### src/verilog/iwm_timing_pkg.sv
// Delay defaults assume a 14 MHz clock; every count must fit in DELAY_W bits
package iwm_timing_pkg;

    // ==================================================
    // Counter sizing
    // ==================================================

    // 24 bits holds a little over one second of 14 MHz cycles
    localparam int DELAY_W = 24;

    // ==================================================
    // Default delays in clock cycles
    // ==================================================

    // Delayed motor-off of the IWM active state, about one second
    localparam int ACTIVE_DELAY_DEFAULT = 14000000;

    // 5.25" spindle spin-up, about 300 ms
    localparam int SPINUP_DEFAULT = 4200000;

    // 5.25" spindle coast after motor off, about one second
    localparam int SPINDOWN_DEFAULT = 14000000;

endpackage

### src/verilog/iwm_bus_pkg.sv
// Bus decode constants for the IWM soft switches; only A[3:0] of the IWM page is decoded
package iwm_bus_pkg;

    // ==================================================
    // Address fields
    // ==================================================

    // Width of the switch offset within the IWM page
    localparam int SW_ADDR_W = 4;

    // Touch switch groups selected by A[3:1], with A[0] carrying the new value
    localparam logic [2:0] SW_PHASE0 = 3'd0;
    localparam logic [2:0] SW_PHASE1 = 3'd1;
    localparam logic [2:0] SW_PHASE2 = 3'd2;
    localparam logic [2:0] SW_PHASE3 = 3'd3;
    localparam logic [2:0] SW_MOTOR  = 3'd4;
    localparam logic [2:0] SW_DRIVE  = 3'd5;
    localparam logic [2:0] SW_Q6     = 3'd6;
    localparam logic [2:0] SW_Q7     = 3'd7;

    // Mode register writes land on offset F, forced data reads on offset C
    localparam logic [SW_ADDR_W-1:0] ADDR_MODE = 4'hF;
    localparam logic [SW_ADDR_W-1:0] ADDR_DATA = 4'hC;

    // ==================================================
    // Mode and read encodings
    // ==================================================

    localparam int MODE_W                 = 5;
    localparam int MODE_IMMEDIATE_OFF_BIT = 2;
    // SmartPort mode is bit 1 set with bit 3 clear
    localparam int MODE_SMARTPORT_BIT     = 1;
    localparam int MODE_FAST_BIT          = 3;

    localparam logic [7:0] RD_HANDSHAKE = 8'h80;
    localparam logic [7:0] RD_IDLE      = 8'hFF;
    localparam int STATUS_SENSE_BIT     = 7;
    localparam int STATUS_ACTIVE_BIT    = 5;

    // Fields of the DISK35 register
    localparam int DISKREG_SEL35_BIT = 6;
    localparam int DISKREG_HDSEL_BIT = 7;

endpackage
### src/verilog/iwm_woz_top.sv
// Drives live outside; they take PHASES, DRIVE_ON, DRIVE_SEL, SENSE_SEL and return SENSE
`timescale 1ns/100ps

module iwm_woz_top
    import iwm_bus_pkg::*;
    import iwm_timing_pkg::*;
#(
    parameter int ACTIVE_DELAY = ACTIVE_DELAY_DEFAULT,
    parameter int SPINUP       = SPINUP_DEFAULT,
    parameter int SPINDOWN     = SPINDOWN_DEFAULT
) (
    input  logic                 CLK_14M,
    input  logic                 RESET,
    input  logic                 PH2,
    input  logic                 DEVICE_SELECT,
    input  logic                 WR_CYCLE,
    input  logic [SW_ADDR_W-1:0] A,
    input  logic [7:0]           D_IN,
    input  logic [3:0]           DISK_READY,
    input  logic [7:0]           DISK35,
    input  logic                 SENSE,
    input  logic [6:0]           CYLINDER35,
    output logic [7:0]           D_OUT,
    output logic [3:0]           PHASES,
    output logic                 DRIVE_ON,
    output logic                 DRIVE_SEL,
    output logic [2:0]           SENSE_SEL,
    output logic [7:0]           WOZ_TRACK3,
    output logic                 FLOPPY_MOTOR_ON
);

    logic                 q6_now;
    logic                 q7_now;
    logic [MODE_W-1:0]    mode_now;
    logic                 rd_strobe;
    logic [SW_ADDR_W-1:0] rd_addr;
    logic                 motor_access;
    logic                 motor_new;
    logic                 iwm_active;
    logic                 sel35;

    // Drive type comes from the 3.5" select in DISK35 alone
    assign sel35 = DISK35[DISKREG_SEL35_BIT];

    iwm_soft_switches u_switches (
        .CLK_14M(CLK_14M), .RESET(RESET), .PH2(PH2), .DEVICE_SELECT(DEVICE_SELECT),
        .WR_CYCLE(WR_CYCLE), .A(A), .D_IN(D_IN), .iwm_active(iwm_active),
        .phases(PHASES), .drive_on(DRIVE_ON), .drive_sel(DRIVE_SEL),
        .q6_now(q6_now), .q7_now(q7_now), .mode_now(mode_now), .sense_sel(SENSE_SEL),
        .rd_strobe(rd_strobe), .rd_addr(rd_addr),
        .motor_access(motor_access), .motor_new(motor_new)
    );

    iwm_active_timer #(.ACTIVE_DELAY(ACTIVE_DELAY)) u_active (
        .CLK_14M(CLK_14M), .RESET(RESET), .motor_access(motor_access),
        .motor_new(motor_new), .drive_on(DRIVE_ON),
        .immediate_off(mode_now[MODE_IMMEDIATE_OFF_BIT]), .iwm_active(iwm_active)
    );

    drive_spin_model #(.SPINUP(SPINUP), .SPINDOWN(SPINDOWN)) u_spin (
        .CLK_14M(CLK_14M), .RESET(RESET), .drive_on(DRIVE_ON), .sel35(sel35),
        .spinning(FLOPPY_MOTOR_ON)
    );

    sony_head_select u_head (
        .CLK_14M(CLK_14M), .RESET(RESET), .DISK35(DISK35), .CYLINDER35(CYLINDER35),
        .WOZ_TRACK3(WOZ_TRACK3)
    );

    iwm_register_read u_read (
        .rd_strobe(rd_strobe), .rd_addr(rd_addr), .q6_now(q6_now), .q7_now(q7_now),
        .mode_now(mode_now), .iwm_active(iwm_active), .drive_on(DRIVE_ON),
        .drive_sel(DRIVE_SEL), .sel35(sel35), .DISK_READY(DISK_READY), .SENSE(SENSE),
        .D_OUT(D_OUT)
    );

endmodule

### src/verilog/iwm_register_read.sv
// Data register has no decoder and reads all ones; output is purely combinational
`timescale 1ns/100ps

module iwm_register_read
    import iwm_bus_pkg::*;
(
    input  logic                 rd_strobe,
    input  logic [SW_ADDR_W-1:0] rd_addr,
    input  logic                 q6_now,
    input  logic                 q7_now,
    input  logic [MODE_W-1:0]    mode_now,
    input  logic                 iwm_active,
    input  logic                 drive_on,
    input  logic                 drive_sel,
    input  logic                 sel35,
    input  logic [3:0]           DISK_READY,
    input  logic                 SENSE,
    output logic [7:0]           D_OUT
);

    logic       disk_present;
    logic       smartport;
    logic       force_data;
    logic       q7_eff;
    logic [7:0] status;

    // Drives 2 and 3 are the 3.5" pair, 0 and 1 the 5.25" pair
    assign disk_present = sel35 ? (drive_sel ? DISK_READY[3] : DISK_READY[2])
                                : (drive_sel ? DISK_READY[1] : DISK_READY[0]);

    // SmartPort polls offset C as handshake, so the forced data read stays off there
    assign smartport  = mode_now[MODE_SMARTPORT_BIT] && !mode_now[MODE_FAST_BIT];
    assign force_data = rd_strobe && (rd_addr == ADDR_DATA) && drive_on
                        && !smartport && disk_present;
    assign q7_eff     = force_data ? 1'b0 : q7_now;

    // Sense floats high with no drive enabled
    always_comb begin
        status                    = '0;
        status[STATUS_SENSE_BIT]  = drive_on ? SENSE : 1'b1;
        status[STATUS_ACTIVE_BIT] = iwm_active;
        status[MODE_W-1:0]        = mode_now;
    end

    always_comb begin
        case ({q7_eff, q6_now})
            2'b01:   D_OUT = status;
            2'b10:   D_OUT = RD_HANDSHAKE;
            default: D_OUT = RD_IDLE;
        endcase
    end

endmodule

### src/verilog/sony_head_select.sv
// Track number is cylinder*2 + side; HDSEL only updates while the 3.5" select is set
`timescale 1ns/100ps

module sony_head_select
    import iwm_bus_pkg::*;
(
    input  logic       CLK_14M,
    input  logic       RESET,
    input  logic [7:0] DISK35,
    input  logic [6:0] CYLINDER35,
    output logic [7:0] WOZ_TRACK3
);

    logic sel35;
    logic hdsel_latched;
    logic hdsel;

    assign sel35 = DISK35[DISKREG_SEL35_BIT];

    // Live HDSEL while selected, otherwise the copy from the last selected cycle.
    // This rides out short deselect windows between Sony commands
    assign hdsel = sel35 ? DISK35[DISKREG_HDSEL_BIT] : hdsel_latched;

    always_ff @(posedge CLK_14M or posedge RESET) begin
        if (RESET) begin
            hdsel_latched <= 1'b0;
            WOZ_TRACK3    <= '0;
        end else begin
            if (sel35) begin
                hdsel_latched <= DISK35[DISKREG_HDSEL_BIT];
            end
            // Side sits in the low bit, one cycle behind the inputs
            WOZ_TRACK3 <= {CYLINDER35, hdsel};
        end
    end

endmodule

### src/verilog/drive_spin_model.sv
// Models 5.25" inertia only; a 3.5" select forces spinning low while the motor is on
`timescale 1ns/100ps

module drive_spin_model
    import iwm_timing_pkg::*;
#(
    parameter int SPINUP   = SPINUP_DEFAULT,
    parameter int SPINDOWN = SPINDOWN_DEFAULT
) (
    input  logic CLK_14M,
    input  logic RESET,
    input  logic drive_on,
    input  logic sel35,
    output logic spinning
);

    logic [DELAY_W-1:0] spin_cnt;
    logic               spun_up;

    // ==================================================
    // Spindle counter
    // ==================================================

    // One counter serves both directions.
    // It climbs toward SPINUP while on, then parks at SPINDOWN and counts down after motor off
    always_ff @(posedge CLK_14M or posedge RESET) begin
        if (RESET) begin
            spinning <= 1'b0;
            spin_cnt <= '0;
            spun_up  <= 1'b0;
        end else if (drive_on) begin
            if (sel35) begin
                // Sony drives spin themselves, so the 5.25" model stays quiet
                spinning <= 1'b0;
            end else if (!spun_up) begin
                if (spin_cnt >= DELAY_W'(SPINUP)) begin
                    spinning <= 1'b1;
                    spun_up  <= 1'b1;
                    spin_cnt <= DELAY_W'(SPINDOWN);
                end else begin
                    spin_cnt <= spin_cnt + 1'b1;
                end
            end else begin
                spinning <= 1'b1;
                spin_cnt <= DELAY_W'(SPINDOWN);
            end
        end else begin
            // Motor off, so the spindle coasts until the counter empties
            spun_up <= 1'b0;
            if (spin_cnt != '0) begin
                spin_cnt <= spin_cnt - 1'b1;
            end else begin
                spinning <= 1'b0;
            end
        end
    end

endmodule

### src/verilog/iwm_active_timer.sv
// ACTIVE_DELAY must fit in DELAY_W bits; drive_on must be the switch value before the access
`timescale 1ns/100ps

module iwm_active_timer
    import iwm_timing_pkg::*;
#(
    parameter int ACTIVE_DELAY = ACTIVE_DELAY_DEFAULT
) (
    input  logic CLK_14M,
    input  logic RESET,
    input  logic motor_access,
    input  logic motor_new,
    input  logic drive_on,
    input  logic immediate_off,
    output logic iwm_active
);

    logic               on_edge;
    logic               off_edge;
    logic [DELAY_W-1:0] delay_cnt;

    // Only real transitions count, so repeated off accesses keep the countdown running
    assign on_edge  = motor_access && motor_new && !drive_on;
    assign off_edge = motor_access && !motor_new && drive_on;

    // ==================================================
    // Active state and delayed-off counter
    // ==================================================

    always_ff @(posedge CLK_14M or posedge RESET) begin
        if (RESET) begin
            iwm_active <= 1'b0;
            delay_cnt  <= '0;
        end else if (on_edge) begin
            iwm_active <= 1'b1;
            delay_cnt  <= DELAY_W'(ACTIVE_DELAY);
        end else if (off_edge) begin
            // Mode bit 2 drops active at once, otherwise the delay starts now
            if (immediate_off) begin
                iwm_active <= 1'b0;
                delay_cnt  <= '0;
            end else begin
                iwm_active <= 1'b1;
                delay_cnt  <= DELAY_W'(ACTIVE_DELAY);
            end
        end else if (drive_on) begin
            // Held reloaded while the motor is commanded on
            iwm_active <= 1'b1;
            delay_cnt  <= DELAY_W'(ACTIVE_DELAY);
        end else if (iwm_active) begin
            if (delay_cnt != '0) begin
                delay_cnt <= delay_cnt - 1'b1;
            end else begin
                // Falls one cycle after the count reaches zero
                iwm_active <= 1'b0;
            end
        end
    end

endmodule

### src/verilog/iwm_soft_switches.sv
// Bus inputs must be stable while PH2 and DEVICE_SELECT are high; one access per strobe
`timescale 1ns/100ps

module iwm_soft_switches
    import iwm_bus_pkg::*;
(
    input  logic                 CLK_14M,
    input  logic                 RESET,
    input  logic                 PH2,
    input  logic                 DEVICE_SELECT,
    input  logic                 WR_CYCLE,
    input  logic [SW_ADDR_W-1:0] A,
    input  logic [7:0]           D_IN,
    input  logic                 iwm_active,
    output logic [3:0]           phases,
    output logic                 drive_on,
    output logic                 drive_sel,
    output logic                 q6_now,
    output logic                 q7_now,
    output logic [MODE_W-1:0]    mode_now,
    output logic [2:0]           sense_sel,
    output logic                 rd_strobe,
    output logic [SW_ADDR_W-1:0] rd_addr,
    output logic                 motor_access,
    output logic                 motor_new
);

    logic              access;
    logic              wr_strobe;
    logic [2:0]        sw;
    logic              phase_access;
    logic              mode_write;
    logic [3:0]        phases_now;
    logic              q6;
    logic              q7;
    logic [MODE_W-1:0] mode_reg;
    logic [2:0]        sense_reg;

    // ==================================================
    // Bus decode
    // ==================================================

    // Every PH2 cycle with the device selected is one access, read or write
    assign access    = PH2 && DEVICE_SELECT;
    assign rd_strobe = access && WR_CYCLE;
    assign wr_strobe = access && !WR_CYCLE;
    assign rd_addr   = A;
    assign sw        = A[3:1];

    // Phase switches occupy the four lowest groups
    assign phase_access = access && (sw <= SW_PHASE3);

    // The mode register only takes writes while the IWM is idle
    assign mode_write = wr_strobe && !iwm_active && (A == ADDR_MODE);

    assign motor_access = access && (sw == SW_MOTOR);
    assign motor_new    = A[0];

    // ==================================================
    // Same-cycle views
    // ==================================================

    // Phase group codes map straight onto phase bit indices
    always_comb begin
        phases_now = phases;
        if (phase_access) begin
            phases_now[sw[1:0]] = A[0];
        end
    end

    // Reads in the access cycle must see the value this access sets
    assign q6_now    = (access && (sw == SW_Q6)) ? A[0] : q6;
    assign q7_now    = (access && (sw == SW_Q7)) ? A[0] : q7;
    assign mode_now  = mode_write ? D_IN[MODE_W-1:0] : mode_reg;
    assign sense_sel = phase_access ? phases_now[2:0] : sense_reg;

    // ==================================================
    // Switch registers
    // ==================================================

    always_ff @(posedge CLK_14M or posedge RESET) begin
        if (RESET) begin
            phases    <= '0;
            drive_on  <= 1'b0;
            drive_sel <= 1'b0;
            q6        <= 1'b0;
            q7        <= 1'b0;
            mode_reg  <= '0;
            sense_reg <= '0;
        end else begin
            // Touch switches change on any access, reads included
            if (access) begin
                case (sw)
                    SW_PHASE0, SW_PHASE1, SW_PHASE2, SW_PHASE3: phases <= phases_now;
                    SW_MOTOR: drive_on  <= A[0];
                    SW_DRIVE: drive_sel <= A[0];
                    SW_Q6:    q6        <= A[0];
                    SW_Q7:    q7        <= A[0];
                endcase
            end
            // The sense index follows every phase access, set or clear
            if (phase_access) begin
                sense_reg <= phases_now[2:0];
            end
            if (mode_write) begin
                mode_reg <= D_IN[MODE_W-1:0];
            end
        end
    end

endmodule

### config.mk
export PLATFORM = sky130hd
export DESIGN_NAME = iwm_woz_top
export DESIGN_NICKNAME = d
export VERILOG_FILES = /design/src/verilog/iwm_timing_pkg.sv /design/src/verilog/iwm_bus_pkg.sv /design/src/verilog/iwm_woz_top.sv /design/src/verilog/iwm_register_read.sv /design/src/verilog/sony_head_select.sv /design/src/verilog/drive_spin_model.sv /design/src/verilog/iwm_active_timer.sv /design/src/verilog/iwm_soft_switches.sv
export SDC_FILE = /design/constraint.sdc
export NUM_CORES = 1
export LEC_CHECK = 0
export BUFFER_PORTS_ARGS = -buffer_cell sky130_fd_sc_hd__buf_2
export CAP_MARGIN = 20
export CORE_ASPECT_RATIO = 1.75
export CORE_UTILIZATION = 59
export CTS_BUF_LIST = sky130_fd_sc_hd__clkbuf_16
export DETAILED_ROUTE_END_ITERATION = 10
export PLACE_DENSITY = 0.86
export SYNTH_ARGS = -nofsm -noshare
export SYNTH_HDL_FRONTEND = slang
export SYNTH_HIERARCHICAL = 1
export SYNTH_SLANG_ARGS = --single-unit
### constraint.sdc
create_clock -name CLK_14M -period 6.6 [get_ports CLK_14M]
set_input_delay 1.98 -clock CLK_14M [delete_from_list [all_inputs] [get_ports CLK_14M]]
set_output_delay 1.98 -clock CLK_14M [all_outputs]
set_load 0.02 [all_outputs]
==> impl_metrics.ini <==
[logic_synthesis]
syn_avg_cell_area_um2 = 9.18
yosys_warnings = 6
seq_area_frac_synth_pct = 38.1
synth_seq_cells = 75
ys_top_cells_by_area = dfrtp_1 (38%), nor2_1 (3.4%), nand2_1 (3.0%), nor3_1 (2.7%), mux2_2 (2.3%)
synth_top_area_share_pct = 38.1
synth_edf_count = 0
syn-num-nets = 581
yosysTopAreaCell = dfrtp_1
synth_area_um2 = 4930
synthArstFlopShare_pct = 100
synth-main-ff-cell = dfrtp_1
syn_inst = 537
synth_cell_type_count = 79

[grt]
grt_pass1_wl_um = 21900
grt-ovfl-total = 0
grt_max_degree = 34
grtUsageTotal_pct = 32.8
grt_pass1_vias = 4605
antenna_found_initial = 0

[pwr]
p_int_mw = 1.08
p_switching_mw = 0.652
p_sw_share_pct = 37.7
power_leakage_nw = 2.21
powerDensity_nw_per_um2 = 312
power_frac_comb_pct = 32.1
clkPwrFrac_pct = 29.5
seqPwrFrac_pct = 38.4
ir_drop_mv = 0.258

[floorplan]
die_x_um = 71.1
coreArea_um2 = 8020
initial_core_util_pct = 61.5
die_height_um = 123
rows = 43
die_area_um2 = 8740
pin_count = 63

[final_layout]
reg.largest.list = u_active/delay_cnt (24), u_spin/spin_cnt (24), u_head/WOZ_TRACK3 (8)
finalNonFillerCells = 675
syn2layout_area_growth_pct = 12.7
fill_cells = 601
drive_gt1_share_pct = 21.0
antenna_cells = 0
nNetsFinal = 624

[critical_path]
critPathRequiredTime_ns = 4.62
crit_path_end = D_OUT[7]
crit_fanout = 4
path_class = in2out
r2r_end = u_spin/spin_cnt[13]$_DFFE_PP0P_
start_kind = input pin
r2r_setup_slack_ns = 3.56
worstReg2RegStart = u_spin/spin_cnt[1]$_DFFE_PP0P_
worst_ep_arrival_time_ns = 4.53
crit_start = DEVICE_SELECT
worst-r2r-cell-count = 8
cp-end-kind = primary output

[timing]
hold_violations = 0
worstMarginPinSlew_ns = 0.933
skew_ns = 0.00746
setup_viol = 0
finalWorstSetupSlack_ns = 0.0916
fin_crit_ns = 6.51
fmax_mhz = 154
drv_slew = 0
relSlewSlack_pct = 37.4
finalCritPeriodShare_pct = 98.6

[clocking]
insertion_delay_ns = 0.34
cts_buffer_depth = 2
root_buffer = clkbuf_16
htreeDepth = 3
cts_buffers = 9
clock-sinks = 75
cts_hold_buffers = 0
cts.clk_slew.worst_paths_ns = 0.05
cts_tree = yes

[routing]
first_pass_iters = 5
wl_per_cell_um = 20.5
drt-total-wl_um = 13900
drtIter0Drc = 537
vias = 4731
drcViolationCount = 0
via_per_inst = 7.01
ant_nets = 0

[place]
dp_slack_ns = 0.0558
routabilityCongestion = 0.954
dp_hpwl_um = 9770
port_buffers = 53
placedCellCount = 657

[job]
cap_violations = 0

[worst_hold_path]
hold_path.class = reg2reg

[outcome]
status = complete, no violations
==> cell type report <==
cell class / instances / area (um^2) / share of cell area [%]
Clock inverter: 7 / 83.8 / 1.51
Sequential cell: 75 / 1880 / 33.8
Tap cell: 90 / 113 / 2.03
Clock buffer: 9 / 225 / 4.06
Timing Repair Buffer: 66 / 383 / 6.90
Multi-Input combinational cell: 409 / 2800 / 50.4
Inverter: 19 / 71.3 / 1.28
==> cells in the final DEF (no fill, tap or decap), drive strengths merged, types with 9 or more instances in the layout <==
master,n
dfrtp,75
buf,66
nor2,45
nand2,41
nor3,29
o21ai,23
nor4,23
inv,19
a21oi,19
nand3,18
mux2,16
a31oi,11
or3,11
a21o,10
clkbuf,9
nand4,9
o32a,9
o21a,9
or4,9
==> worst min path at each step <==
stage / cells after the start / to / slack, ns / start
floorplan: 1 / u_switches/mode_reg[3]$_DFF_PP0_ / 0.47 / u_switches/mode_reg[3]$_DFF_PP0_
global placement: 2 / u_switches/sense_reg[0]$_DFF_PP0_ / 0.47 / u_switches/sense_reg[0]$_DFF_PP0_
detailed placement: 1 / u_switches/mode_reg[3]$_DFF_PP0_ / 0.48 / u_switches/mode_reg[3]$_DFF_PP0_
CTS: 1 / u_switches/mode_reg[3]$_DFF_PP0_ / 0.50 / u_switches/mode_reg[3]$_DFF_PP0_
global route: 1 / u_switches/mode_reg[0]$_DFF_PP0_ / 0.51 / u_switches/mode_reg[0]$_DFF_PP0_
finish: 1 / u_switches/mode_reg[0]$_DFF_PP0_ / 0.50 / u_switches/mode_reg[0]$_DFF_PP0_
==> synthesized netlist by cell type (all sizes together) (12+ instances only) <==
cell	count
dfrtp	75
nor2	45
nand2	41
nor3	29
nor4	23
o21ai	23
buf	22
a21oi	19
inv	18
nand3	18
mux2	16
clkbuf	12
==> critical path: stages <==
cell and delay [ns]:
buf_2 0.10, nand3_1 0.09, or4_4 0.55, mux2_4 0.33, a2111o_1 0.41, a211o_1 0.31
ha_1 0.29, a211o_1 0.29, buf_2 0.16
==> per-stage QoR <==
stage / TNS, ns / hold WS (ns) / utilization (%) / cell area (um^2) / power [mW]
finish: 0 / 0.503 / 69.3 / 5550 / 1.73
global route: -0.0195 / 0.515 / 69.3 / 5550 / 1.81
CTS: 0 / 0.500 / 68.8 / 5510 / 1.72
detailed placement: 0 / 0.483 / 64.9 / 5200 / 1.20
global placement: 0 / 0.470 / 64.8 / 5190 / 1.18
floorplan: 0 / 0.467 / - / 4930 / 1.04
==> cells by family (layout without fill, tap and decap cells) <==
group	count (synthesis)	after routing	share of synthesized area, %
fa+ha+maj	7	7	1.78
compound gates	140	140	21.1
mux	23	23	5.54
flops	75	75	38.1
simple gates	231	231	26.9
xor+xnor	8	8	1.42
buf+inv	53	101	5.21
==> power groups by stage <==
stage | clock network, mW | logic, mW | registers (mW)
after floorplan | 0 | 0.413 | 0.630
after global placement | 0 | 0.516 | 0.660
after detailed placement | 0 | 0.536 | 0.668
after CTS | 0.521 | 0.544 | 0.660
after global routing | 0.538 | 0.603 | 0.673
final | 0.510 | 0.555 | 0.665
==> what timing repair did <==
item	4_1_cts	5_1_grt
buffers inserted	0	1
resized for setup	0	2
setup endpoints to repair	0	7
hold endpoints to repair	0	0
==> routing by layer <==
metal	global-route usage, %	part of all wire (%)	wire length (um)	vias up
li1	-	-	-	2134
met1	31.5	35	4820	2297
met2	61.2	54	7550	224
met3	7.25	5.2	718	76
met4	22.3	5.6	773	0
met5	0	0	0	-
Note: power is estimated with default switching activity, not from simulation.
